File: config.mk
export PLATFORM = sky130hd
export DESIGN_NAME = exMemLatch
export DESIGN_NICKNAME = d
export VERILOG_FILES = /design/src/cpuTypesPkg.sv /design/src/exMemLatch.sv
export SDC_FILE = /design/constraint.sdc
export NUM_CORES = 1
export LEC_CHECK = 0
export BUFFER_PORTS_ARGS = -buffer_cell sky130_fd_sc_hd__buf_4
export CELL_PAD_IN_SITES_DETAIL_PLACEMENT = 2
export CELL_PAD_IN_SITES_GLOBAL_PLACEMENT = 2
export CORE_UTILIZATION = 30
export DETAILED_ROUTE_END_ITERATION = 8
export HOLD_SLACK_MARGIN = 0.05
export PLACE_DENSITY = 0.83
export SLEW_MARGIN = 20
export SYNTH_ARGS = -nofsm -noshare
export SYNTH_HDL_FRONTEND = slang
export SYNTH_SLANG_ARGS = --single-unit
File: constraint.sdc
create_clock -name CLK -period 1.3 [get_ports CLK]
set_clock_uncertainty 0.05 [all_clocks]
set_input_delay 0 -clock CLK [delete_from_list [all_inputs] [get_ports CLK]]
set_output_delay 0 -clock CLK [all_outputs]
set_load 0.1 [all_outputs]
File: src/cpuTypesPkg.sv
`default_nettype none

package cpuTypesPkg;

        // basic widths
        typedef logic [31:0] word_t;
        typedef logic [4:0]  regAddr_t;
        typedef logic [15:0] imm16_t;

        // jal always links through r31
        localparam regAddr_t linkReg = 5'd31;

        // data memory sequencer
        typedef enum logic {
                memIdle,
                memWait
        } memState_e;

        // everything held between execute and memory
        typedef struct packed {
                // memory controls
                logic     dREN;
                logic     dWEN;
                // writeback controls
                logic     jal;
                logic     RegDst;
                logic     RegWr;
                logic     MemtoReg;
                logic     halt;
                logic     luiSel;
                // data
                word_t    NPC;
                regAddr_t Rd;
                regAddr_t Rt;
                word_t    portO;
                imm16_t   LUI;
                word_t    dmemstore;
        } exMem_t;

        // everything held between memory and writeback
        typedef struct packed {
                // writeback controls
                logic     jal;
                logic     RegDst;
                logic     RegWr;
                logic     MemtoReg;
                logic     halt;
                logic     luiSel;
                // data
                word_t    NPC;
                regAddr_t Rd;
                regAddr_t Rt;
                word_t    portO;
                imm16_t   LUI;
                word_t    loadData;
        } memWb_t;

endpackage

`default_nettype wire
File: src/exMemLatch.sv
`default_nettype none

module exMemLatch
        import cpuTypesPkg::*;
(
        input  logic   CLK,
        input  logic   nRST,
        input  logic   ihit,
        input  logic   flush,
        input  logic   dhit,
        input  exMem_t exIn,
        output exMem_t emOut
);

        // bubble is all zeros, so no memory op and no register write
        localparam exMem_t bubble = '0;

        always_ff @(posedge CLK, negedge nRST) begin
                if (!nRST) begin
                        emOut <= bubble;
                end else if (flush || dhit) begin
                        // a finished access leaves a bubble behind
                        emOut <= bubble;
                end else if (ihit) begin
                        emOut <= exIn;
                end
        end

endmodule

`default_nettype wire

==> results.md <==
* Placed instance area at around 7500 um^2
* CP max stage cell: dfrtp_1
* Largest family of logic cells by synthesized area: multiplexers
* Fill cells at 1612
* Area of the die at 18200 um^2
* Global-route usage over all layers at 0.288
* Synth warn at 0
* HP Class: primary input to register
* CTS tree: done
* Slew headroom at 0.632
* Post-CTS setup buffers at 0
* CTS max path bufs at 2
* Hold Crit Depth at 3
* Post-cts sizing count at 0
* Largest regs: emOut: 130 flops
* Drt pass-1 iters at 4
* Most flop-heavy register: emOut
* Nets@finish at 958
* Post-synthesis simple-gate area fraction at 0.0934
* Critical path required time at 1250 ps
* Total nets after synthesis at 556
* Remaining DRCs at 0
* Count of cell types in the netlist at 8
* Final ANT Viol Nets at 0
* Top delay family on crit path: flip-flops
* RR Endpoint: emOut[111]$_DFFE_PN0P_
* Num CTS Buffers at 17
* RSZ-0062 raised after global routing: false
* Worst vdd ir at 0.927 mV
* Initial antenna violation count at 1
* Die Span X at approximately 130 um
* PortBufs at 264
* Crit-path max FO at 2
* H-Tree Depth at 4
* Final Cell Area at 9490 um^2
* Setup crit end kind: primary output
* Setup violators final at 0
* Hold_ws at 36.0 ps
* Initial Util at 0.307
* Hold Startpoint: ihit
* Largest net degree at the start of global routing at 98
* Critical path startpoint: emOut[81]$_DFFE_PN0P_
* Multiplexer share of the synthesized area at 0.246
* Core Area at between 15000 and 20000 um^2
* Worst r2r src: emOut[111]$_DFFE_PN0P_
* Vias per cell at 4.72
* Chip height at 135 um
* Min Clock Period, post-route at 1200 ps
* Ports at between 200 and 300
* Post-synthesis sequential area ratio at 0.615
* Drt wl/cell at 24.3 um
* Max reg flops at 130
* Synthesized cell area at 5290 um^2
* Max stage delay on crit path at slightly above 400 ps
* Synth Register Bits at 130
* Type of the worst setup path: register to primary output
* Hold Fails Final Rpt at 0
* Row Count at 48
* Worst Hold Path EP: emOut[121]$_DFFE_PN0P_
* Critical path cell sequence: buf_4
* Gate Count Post-Synth at 421
* Core Util, Final at 0.551
* Worst skew pair latency at 410 ps
* R2R setup slack at 380 ps
* Fmax at 0.832 GHz
* Worst Max-Slew Pin Slew at ~550 ps
* Xor/xnor share of the synthesized area at 0
* Arrival time at the worst endpoint at 1150 ps
* Max-cap viol count at 0
* Num Clock Sinks at 130
* Total power at approximately 12000 uW
* Pins Over Slew Limit at 0
* Lkg Pwr at between 0.005 and 0.006 uW
* P&R area growth vs syn at 79.3%
* Iter 0 DRT Violations at 183
* Run status: complete, no violations
* Period utilisation layout at 0.924
* Power Dens Cells at 1280 nW/um^2
* Vias in the first global route at 6132
* Root Driver: clkbuf_16
* Global-route wire length before repair at 37800 um
* Mean Syn Cell Area at 12.6 um^2
* DP HPWL at 12900 um
* Final TNS setup at 0 ps
* Final wirelength at 25900 um
* Startpoint Class: register
* Reg2reg path depth at 2
* Synth Area in Compound Gates at 0
* Via count at between 5000 and 6000
* GR Overflow Total at 0
* Clk slew on worst S/H paths at approximately 60 ps
* Share of post-route cells with drive strength above 1 at 0.370
* WP buf/inv at 1
* GP Congestion at 0.714
* Post-synthesis adder-cell area fraction at 0
## cell type report
cell class	count	area, um^2	share of cell area
clock buffers	20	457	0.0481
flip-flops and latches	130	3250	0.343
multi-input cells	261	1800	0.189
clock inverters	12	180	0.0190
repair buffers	413	3520	0.371
diodes	1	2.50	0.000264
well taps	225	282	0.0297
## power breakdown
part	leakage (uW)	internal [uW]	switching (uW)
Clock	0.000307	3320	1950
Combinational	0.00293	932	1650
Sequential	0.00178	4170	99.0
Total	0.00502	8430	3700
## repair_timing
item	CTS	global route
setup endpoints to repair	0	4
hold buffers	135	5
endpoints found under the hold margin	260	4
## cell usage in the layout (no fill, tap or decap)
| cell | count |
|---|---|
| buf_4 | 270 |
| dlygate4sd3_1 | 136 |
| mux2i_1 | 130 |
| nor2_1 | 130 |
| dfrtp_1 | 130 |
| clkbuf_16 | 17 |
| buf_12 | 6 |
| bufinv_16 | 4 |
| clkinv_4 | 3 |
| clkbuf_8 | 2 |
| clkinvlp_4 | 2 |
| clkinv_2 | 2 |
| diode_2 | 1 |
| or2_4 | 1 |
| clkbuf_1 | 1 |
| inv_6 | 1 |
| buf_6 | 1 |
## logic make-up (layout without fill, tap and decap cells)
| logic type | Yosys count | after routing |
|---|---|---|
| DFF | 130 | 130 |
| and+or+nand+nor | 131 | 131 |
| muxes | 130 | 130 |
| other | 0 | 1 |
| buffers and inverters | 30 | 445 |
## Yosys cell counts
library cell | count | area, um^2
buf_2 | 4 | 20.0
buf_4 | 10 | 75.1
buf_6 | 12 | 135
clkbuf_1 | 4 | 15.0
dfrtp_1 | 130 | 3250
mux2i_1 | 130 | 1300
nor2_1 | 130 | 488
or2_1 | 1 | 6.26
## routing by layer
metal | part of all wire | wire [um] | GRT usage | vias up
met5 | 0 | 0 | 0 | -
met4 | 0.048 | 1230 | 0.161 | 0
met3 | 0.049 | 1270 | 0.0668 | 77
met2 | 0.54 | 14000 | 0.536 | 243
met1 | 0.36 | 9310 | 0.295 | 2485
li1 | - | - | - | 2205
## worst max path at each step
stage	cells past startpoint	slack, ps	endpoint
6_report	1	100	emOut[81]
5_1_grt	1	80	emOut[9]
4_1_cts	3	40	emOut[106]$_DFFE_PN0P_
3_5_place_dp	4	140	emOut[57]$_DFFE_PN0P_
3_3_place_gp	4	250	emOut[95]$_DFFE_PN0P_
2_1_floorplan	2	30	emOut[0]$_DFFE_PN0P_
## metrics by stage
step | worst slack [ps] | instances
2_1_floorplan | 28.6 | 421
3_3_place_gp | 252 | 893
3_5_place_dp | 135 | 893
4_1_cts | 39.6 | 1060
5_1_grt | 76.0 | 1062
6_report | 98.4 | 1062
Note: power is estimated with default switching activity, not from simulation.
