[config.mk]
export PLATFORM = sky130hd
export DESIGN_NAME = memWbLatch
export DESIGN_NICKNAME = d
export VERILOG_FILES = /design/src/cpuTypesPkg.sv /design/src/memWbLatch.sv
export SDC_FILE = /design/constraint.sdc
export NUM_CORES = 1
export LEC_CHECK = 0
export ABC_AREA = 1
export BUFFER_PORTS_ARGS = -buffer_cell sky130_fd_sc_hd__clkbuf_2
export CAP_MARGIN = 5
export CORE_AREA = 2 2 114 116
export DETAILED_ROUTE_END_ITERATION = 7
export DIE_AREA = 0 0 116 118
export PLACE_DENSITY = 0.83
export SKIP_CTS_REPAIR_TIMING = 1
export SYNTH_ARGS = -nofsm -noshare
export SYNTH_HDL_FRONTEND = slang
export SYNTH_SLANG_ARGS = --single-unit
[constraint.sdc]
create_clock -name CLK -period 1.8 [get_ports CLK]
set_clock_uncertainty 0.2 [all_clocks]
set_input_delay 0.09 -clock CLK [delete_from_list [all_inputs] [get_ports CLK]]
set_output_delay 0.09 -clock CLK [all_outputs]
set_load 0.05 [all_outputs]
[src/cpuTypesPkg.sv]
`default_nettype none

package cpuTypesPkg;

        // basic widths
        typedef logic [31:0] word_t;
        typedef logic [4:0]  regAddr_t;
        typedef logic [15:0] imm16_t;

        // jal always links through r31
        localparam regAddr_t linkReg = 5'd31;

        // data memory sequencer
        typedef enum logic {
                memIdle,
                memWait
        } memState_e;

        // everything held between execute and memory
        typedef struct packed {
                // memory controls
                logic     dREN;
                logic     dWEN;
                // writeback controls
                logic     jal;
                logic     RegDst;
                logic     RegWr;
                logic     MemtoReg;
                logic     halt;
                logic     luiSel;
                // data
                word_t    NPC;
                regAddr_t Rd;
                regAddr_t Rt;
                word_t    portO;
                imm16_t   LUI;
                word_t    dmemstore;
        } exMem_t;

        // everything held between memory and writeback
        typedef struct packed {
                // writeback controls
                logic     jal;
                logic     RegDst;
                logic     RegWr;
                logic     MemtoReg;
                logic     halt;
                logic     luiSel;
                // data
                word_t    NPC;
                regAddr_t Rd;
                regAddr_t Rt;
                word_t    portO;
                imm16_t   LUI;
                word_t    loadData;
        } memWb_t;

endpackage

`default_nettype wire
[src/memWbLatch.sv]
`default_nettype none

module memWbLatch
        import cpuTypesPkg::*;
(
        input  logic   CLK,
        input  logic   nRST,
        input  logic   ihit,
        input  logic   dhit,
        input  exMem_t emOut,
        input  word_t  loadData,
        output memWb_t wbOut
);

        logic   memOp;
        logic   load;
        memWb_t next;

        assign memOp = emOut.dREN | emOut.dWEN;

        // memory ops wait for dhit, everything else moves on ihit
        assign load = dhit || (ihit && !memOp);

        // memory controls are not needed past this point
        assign next = '{
                jal:      emOut.jal,
                RegDst:   emOut.RegDst,
                RegWr:    emOut.RegWr,
                MemtoReg: emOut.MemtoReg,
                halt:     emOut.halt,
                luiSel:   emOut.luiSel,
                NPC:      emOut.NPC,
                Rd:       emOut.Rd,
                Rt:       emOut.Rt,
                portO:    emOut.portO,
                LUI:      emOut.LUI,
                loadData: loadData
        };

        always_ff @(posedge CLK, negedge nRST) begin
                if (!nRST) begin
                        wbOut <= '0;
                end else if (load) begin
                        wbOut <= next;
                end
        end

endmodule

`default_nettype wire

==> results of run 1 <==
-- synthesized netlist by cell type --
library cell,n
nand2_1,258
dfrtp_1,128
nand3_1,128
buf_2,28
buf_6,13
buf_4,1
inv_1,1
nor2_1,1
-- final timing paths --
path                       slack, ps                     end
hold reg to reg                  310  wbOut[109]$_DFFE_PN0P_
hold / removal                   -30   wbOut[51]$_DFFE_PN0P_
min in group CLK                  50   wbOut[13]$_DFFE_PN0P_
setup reg to reg                 350   wbOut[71]$_DFFE_PN0P_
max in group asynchronous        830   wbOut[93]$_DFFE_PN0P_
setup / recovery                 220   wbOut[70]$_DFFE_PN0P_
-- power by group --
part           switching [mW]  internal [mW]
Sequential              0.174           3.17
Clock                    1.21           2.31
Combinational            1.67          0.693
-- per-stage QoR --
step	utilization, %	total power [mW]	hold slack [ps]
global placement	52.7	5.39	-126
detailed placement	52.7	5.42	-122
floorplan	-	4.80	-406
CTS	57.6	8.96	-559
global route	68.9	9.60	5.85
finish	68.9	9.23	-26.2
-- worst max-delay path, stage by stage --
cell and delay (ps):
clkbuf_2 80, nor2_1 220, nand2_4 110, nand2_4 250, buf_4 250, nand2_1 90
nand2_1 80, dlygate4sd3_1 550
-- area by class of cell --
class                           count  area [um2]
Fill cell                         845        3860
Inverter                            1        6.26
Tap cell                          172         215
Timing Repair Buffer              413        2890
Sequential cell                   128        3200
Clock inverter                     10         133
Multi-Input combinational cell    387        1630
Clock buffer                       22         484
-- cells by family after synthesis --
family        Yosys count
flops                 128
buf+inv                43
simple gates          387
-- metal layers --
metal / wire length [um] / global-route usage, %
met5: 0 / 0
met2: 9060 / 31.9
met4: 678 / 9.15
met3: 1230 / 6.44
met1: 6630 / 25.2
==> summary.txt, run 1 <==
arrival time at the worst endpoint: 1730 ps
minimum clock period: 1580 ps
layout cells sized above 1: 31.9%
die area: 0.0137 mm2
I/O pin total: 294
Synth cell types: 8
largest net degree at the start of global routing: 129
Finished Cell Area: 0.00856 mm2
Min Hold Slack: -26.2 ps
Post-Syn Nets: 724
placed inst area: 0.00654 mm2
simple-gate portion of the synthesized area: 31.5%
CTS buffer count: 17
commonest non-fill, non-tap cells in the layout: clkbuf_2 (260), nand2_1 (256), dlygate4sd3_1 (140)
crit path capture type: flip-flop
core area: 0.0124 mm2
most common cell after layout, fill and taps aside: clkbuf_2
Compound-Gate Fraction of Synth Area: 0%
# Max-Cap Violations: 0
clk root buf: clkbuf_16
DR pass1 iterations: 5
Starting Density: 41.2%
Worst Hold Class: input port to asynchronous set/reset pin
synth top area cells: dfrtp_1 (63%), nand2_1 (19%), nand3_1 (13%)
vias per cell: 4.90
Horiz. Die Dim: 116 um
worst r2r path cells: 3
Crit Path Category: input port to flip-flop
clk slew on worst S/H paths: 60 ps
DR WL/cell: 15.5 um
adder-cell share of the synthesized area: 0%
Inst Count DP: 961
post-route ant nets: 0
worst skew pair latency: 400 ps
mux share of post-synthesis cell area: 0%
Total GRT Usage: 20.2%
Worst Max-Slew Pin Slew: 592 ps
Reg2Reg Launch Point: wbOut[71]$_DFFE_PN0P_
post-synthesis sequential area ratio: 62.6%
H-Tree Depth: 4
synthesized area: 0.00511 mm2
TritonCTS clock tree: yes
DRC: 0
max reg flops: 128
LEAKAGE: 4.74 nW
fin crit share: 87.6%
setup_tns: 0 ps
Final Setup Violations: 0
Synth top area share: 62.6%
Pwr per Cell Area: 1080 mW/mm2
Synth-to-Final Area Change: 67.3%
mean area per synthesized cell: 9.16 um2
Slew headroom: 60.5%
Max Fanout on Critical Path: 20
maximum vdd drop: 0.576 mV
Final nets: 1,114
PortBufs: 261
Largest Register: wbOut
Fmax: 634 MHz
Worst setup SP type: input port
clk sinks: 128
antenna violations before repair: 0
first-pass GRT wire length: 21,700 um
Synth Instances: 558
Setup WS post-layout: 222 ps
status: complete, but fails checks
largest family of logic cells by synthesized area: simple AND/OR/NAND/NOR gates
DRC marker count from the first detailed-route iteration: 456
CP required: 1950 ps
yosys warns: 0
HPWL after DPL: 9050 um
DRT Wirelength: 17,600 um
#FFs+latches synth: 128
ANT cells: 0
fin cells: 1,133
Vert. Die Dim: 118 um
routability cong.: 0.796
xor/xnor cell area share of the yosys netlist: 0%
RSZ-0062 raised after global routing: false
failing checks: negative hold slack
grt ovf: 0
dpl ws: 364 ps
Yosys top cell by area: dfrtp_1
Hold Vio Cnt, Final: 19
Top Registers: wbOut x128
row count: 41
vias in the first global route: 4,512
Max Slew Vio Count: 0
DR vias: 5,556
CTS max path bufs: 2
CP Launch Point: emOut[128]
(Power assumes the default switching activity.)
==> run 2: changes to the inputs <==
- RECOVER_POWER: unset -> 100
==> run 2 against run 1 <==
Against the previous run: the flow now finishes without violations; sequential cell count stayed put; first-iteration DRC count is 5.9% lower; global-route usage stayed put; critical path type is now flip-flop to output pin; sequential share of layout area is 0.96 points higher.
==> summary.txt, run 2 (same netlist as run 1, synthesis figures left out) <==
Max Fanout on Critical Path: 2 (-90%)
CTS max path bufs: 2 (unchanged)
Slew headroom: 42.0% (-19 points)
Finished Cell Area: 0.00834 mm2 (-2.5%)
register share of total power: 36.5% (+0.3 points)
maximum vdd drop: 0.574 mV (-0.21%)
worst r2r path cells: 3 (unchanged)
placed inst area: 0.00654 mm2 (unchanged)
clk slew on worst S/H paths: 60 ps (about the same)
largest net degree at the start of global routing: 129 (unchanged)
Pint: 6.09 mW (-1.4%)
routability cong.: 0.796 (unchanged)
RR Endpoint: wbOut[71]$_DFFE_PN0P_
clk sinks: 128 (unchanged)
CP max stage cell: clkbuf_1
Vert. Die Dim: 118 um (unchanged)
dpl ws: 364 ps (unchanged)
Min Hold Slack: 16.6 ps (+42.8 ps)
Largest Register: wbOut
arrival time at the worst endpoint: 1310 ps (-420 ps)
Starting Density: 41.2% (unchanged)
core area: 0.0124 mm2 (unchanged)
worst skew pair latency: 400 ps (about the same)
Final nets: 1,114 (unchanged)
Setup WS post-layout: 197 ps (-25.8 ps)
Reg2Reg Launch Point: wbOut[71]$_DFFE_PN0P_
commonest non-fill, non-tap cells in the layout: nand2_1 (256), dlygate4sd3_1 (140), clkbuf_2 (137)
Max Slew Vio Count: 0 (unchanged)
Crit. path cell count: 1 (-7)
DR vias: 5,592 (+0.65%)
Synth-to-Final Area Change: 63.2%
Hold Vio Cnt, Final: 0 (-19)
Layout fillers: 953 (+13%)
setup_tns: 0 ps (unchanged)
switching share of power: 33.4% (+0.33 points)
HPWL after DPL: 9050 um (unchanged)
DR WL/cell: 15.6 um (+0.32%)
RSZ-0062 raised after global routing: false
CP Launch Point: wbOut[42]$_DFFE_PN0P_
family with the most delay on the worst path: buffers and inverters
grt ovf: 0 (unchanged)
overall power: 9.14 mW (-0.95%)
# Max-Cap Violations: 0 (unchanged)
row count: 41 (unchanged)
worst-path cell chain: clkbuf_1
crit path to: wbOut[42]
fin cells: 1,133 (unchanged)
Total GRT Usage: 20.2% (unchanged)
Fmax: 624 MHz (-1.6%)
vias in the first global route: 4,512 (unchanged)
M1 WL: 6590 um (-0.59%)
first-pass GRT wire length: 21,700 um (unchanged)
post-route ant nets: 0 (unchanged)
DRT Wirelength: 17,700 um (+0.32%)
Worst Max-Slew Pin Slew: 870 ps (+278 ps)
DR top layer: met4
met3 routed WL: 1350 um (+9.6%)
ANT cells: 0 (unchanged)
DR pass1 iterations: 5 (unchanged)
fin crit share: 89.1% (+1.4 points)
Worst Hold Class: input port to flip-flop
vias per cell: 4.94 (+0.65%)
H-Tree Depth: 4 (unchanged)
Crit Path Category: flip-flop to output pin
minimum clock period: 1600 ps (+25.8 ps)
most common cell after layout, fill and taps aside: nand2_1
antenna violations before repair: 0 (unchanged)
Inst Count DP: 961 (unchanged)
I/O pin total: 294 (unchanged)
HP Start: ihit
Top Registers: wbOut x128
Comb power frac: 24.9% (-0.7 points)
fin util: 67.2% (-1.7 points)
LEAKAGE: 4.33 nW (-8.8%)
layout cells sized above 1: 18.4% (-14 points)
Worst setup SP type: flip-flop
Max stage delay on crit path: 540 ps (about the same)
DRC: 0 (unchanged)
Pwr per Cell Area: 1100 mW/mm2 (+1.6%)
max reg flops: 128 (unchanged)
FF-to-FF setup slack: 350 ps (about the same)
clk root buf: clkbuf_16
Final Setup Violations: 0 (unchanged)
die area: 0.0137 mm2 (unchanged)
Clk pwr share: 38.6% (+0.4 points)
CTS buffer count: 17 (unchanged)
switching power: 3.06 mW (about the same)
DRC marker count from the first detailed-route iteration: 429 (-5.9%)
met2 WL: 8950 um (-1.2%)
crit path capture type: output pin
CP Buf/Inv Count: 1 (-2)
PortBufs: 261 (unchanged)
CP required: 1510 ps (-440 ps)
status: complete, no violations
Horiz. Die Dim: 116 um (unchanged)
TritonCTS clock tree: yes
-- run 2: cell count changes in the layout (fill, tap and decap cells not counted), sizes merged --
cell / change
clkbuf: +7
buf: -7
-- run 2: how the worst min path moves through the flow --
stage | slack, ps | cells after the start | endpoint
global route | 50 | 5 | wbOut[123]$_DFFE_PN0P_
global placement | -130 | 1 | wbOut[37]$_DFFE_PN0P_
CTS | -560 | 1 | wbOut[57]$_DFFE_PN0P_
detailed placement | -120 | 1 | wbOut[37]$_DFFE_PN0P_
finish | 20 | 5 | wbOut[13]$_DFFE_PN0P_
floorplan | -410 | 0 | wbOut[0]$_DFFE_PN0P_
-- run 2: power groups by stage --
stage	registers, mW	logic (mW)	clock network, mW
2_1_floorplan	4.38	0.422	0
3_3_place_gp	3.36	2.03	0
3_5_place_dp	3.36	2.06	0
4_1_cts	3.32	2.06	3.57
5_1_grt	3.37	2.40	3.74
6_report	3.34	2.27	3.53
-- run 2: final cells by class --
cell class | instances | area [um2] | area share, %
tap | 172 | 215 | 2.58
clock buffer | 22 | 484 | 5.80
timing repair buffer | 413 | 2670 | 32.0
clock inverter | 10 | 133 | 1.59
inverter | 1 | 6.26 | 0.0750
sequential | 128 | 3200 | 38.4
multi-input combinational | 387 | 1630 | 19.5
-- run 2: layer usage --
metal  vias up  track usage [%]
li1       2561                -
met1      2628             25.2
met2       332             31.9
met3        71             6.44
met4         0             9.15
met5         -                0
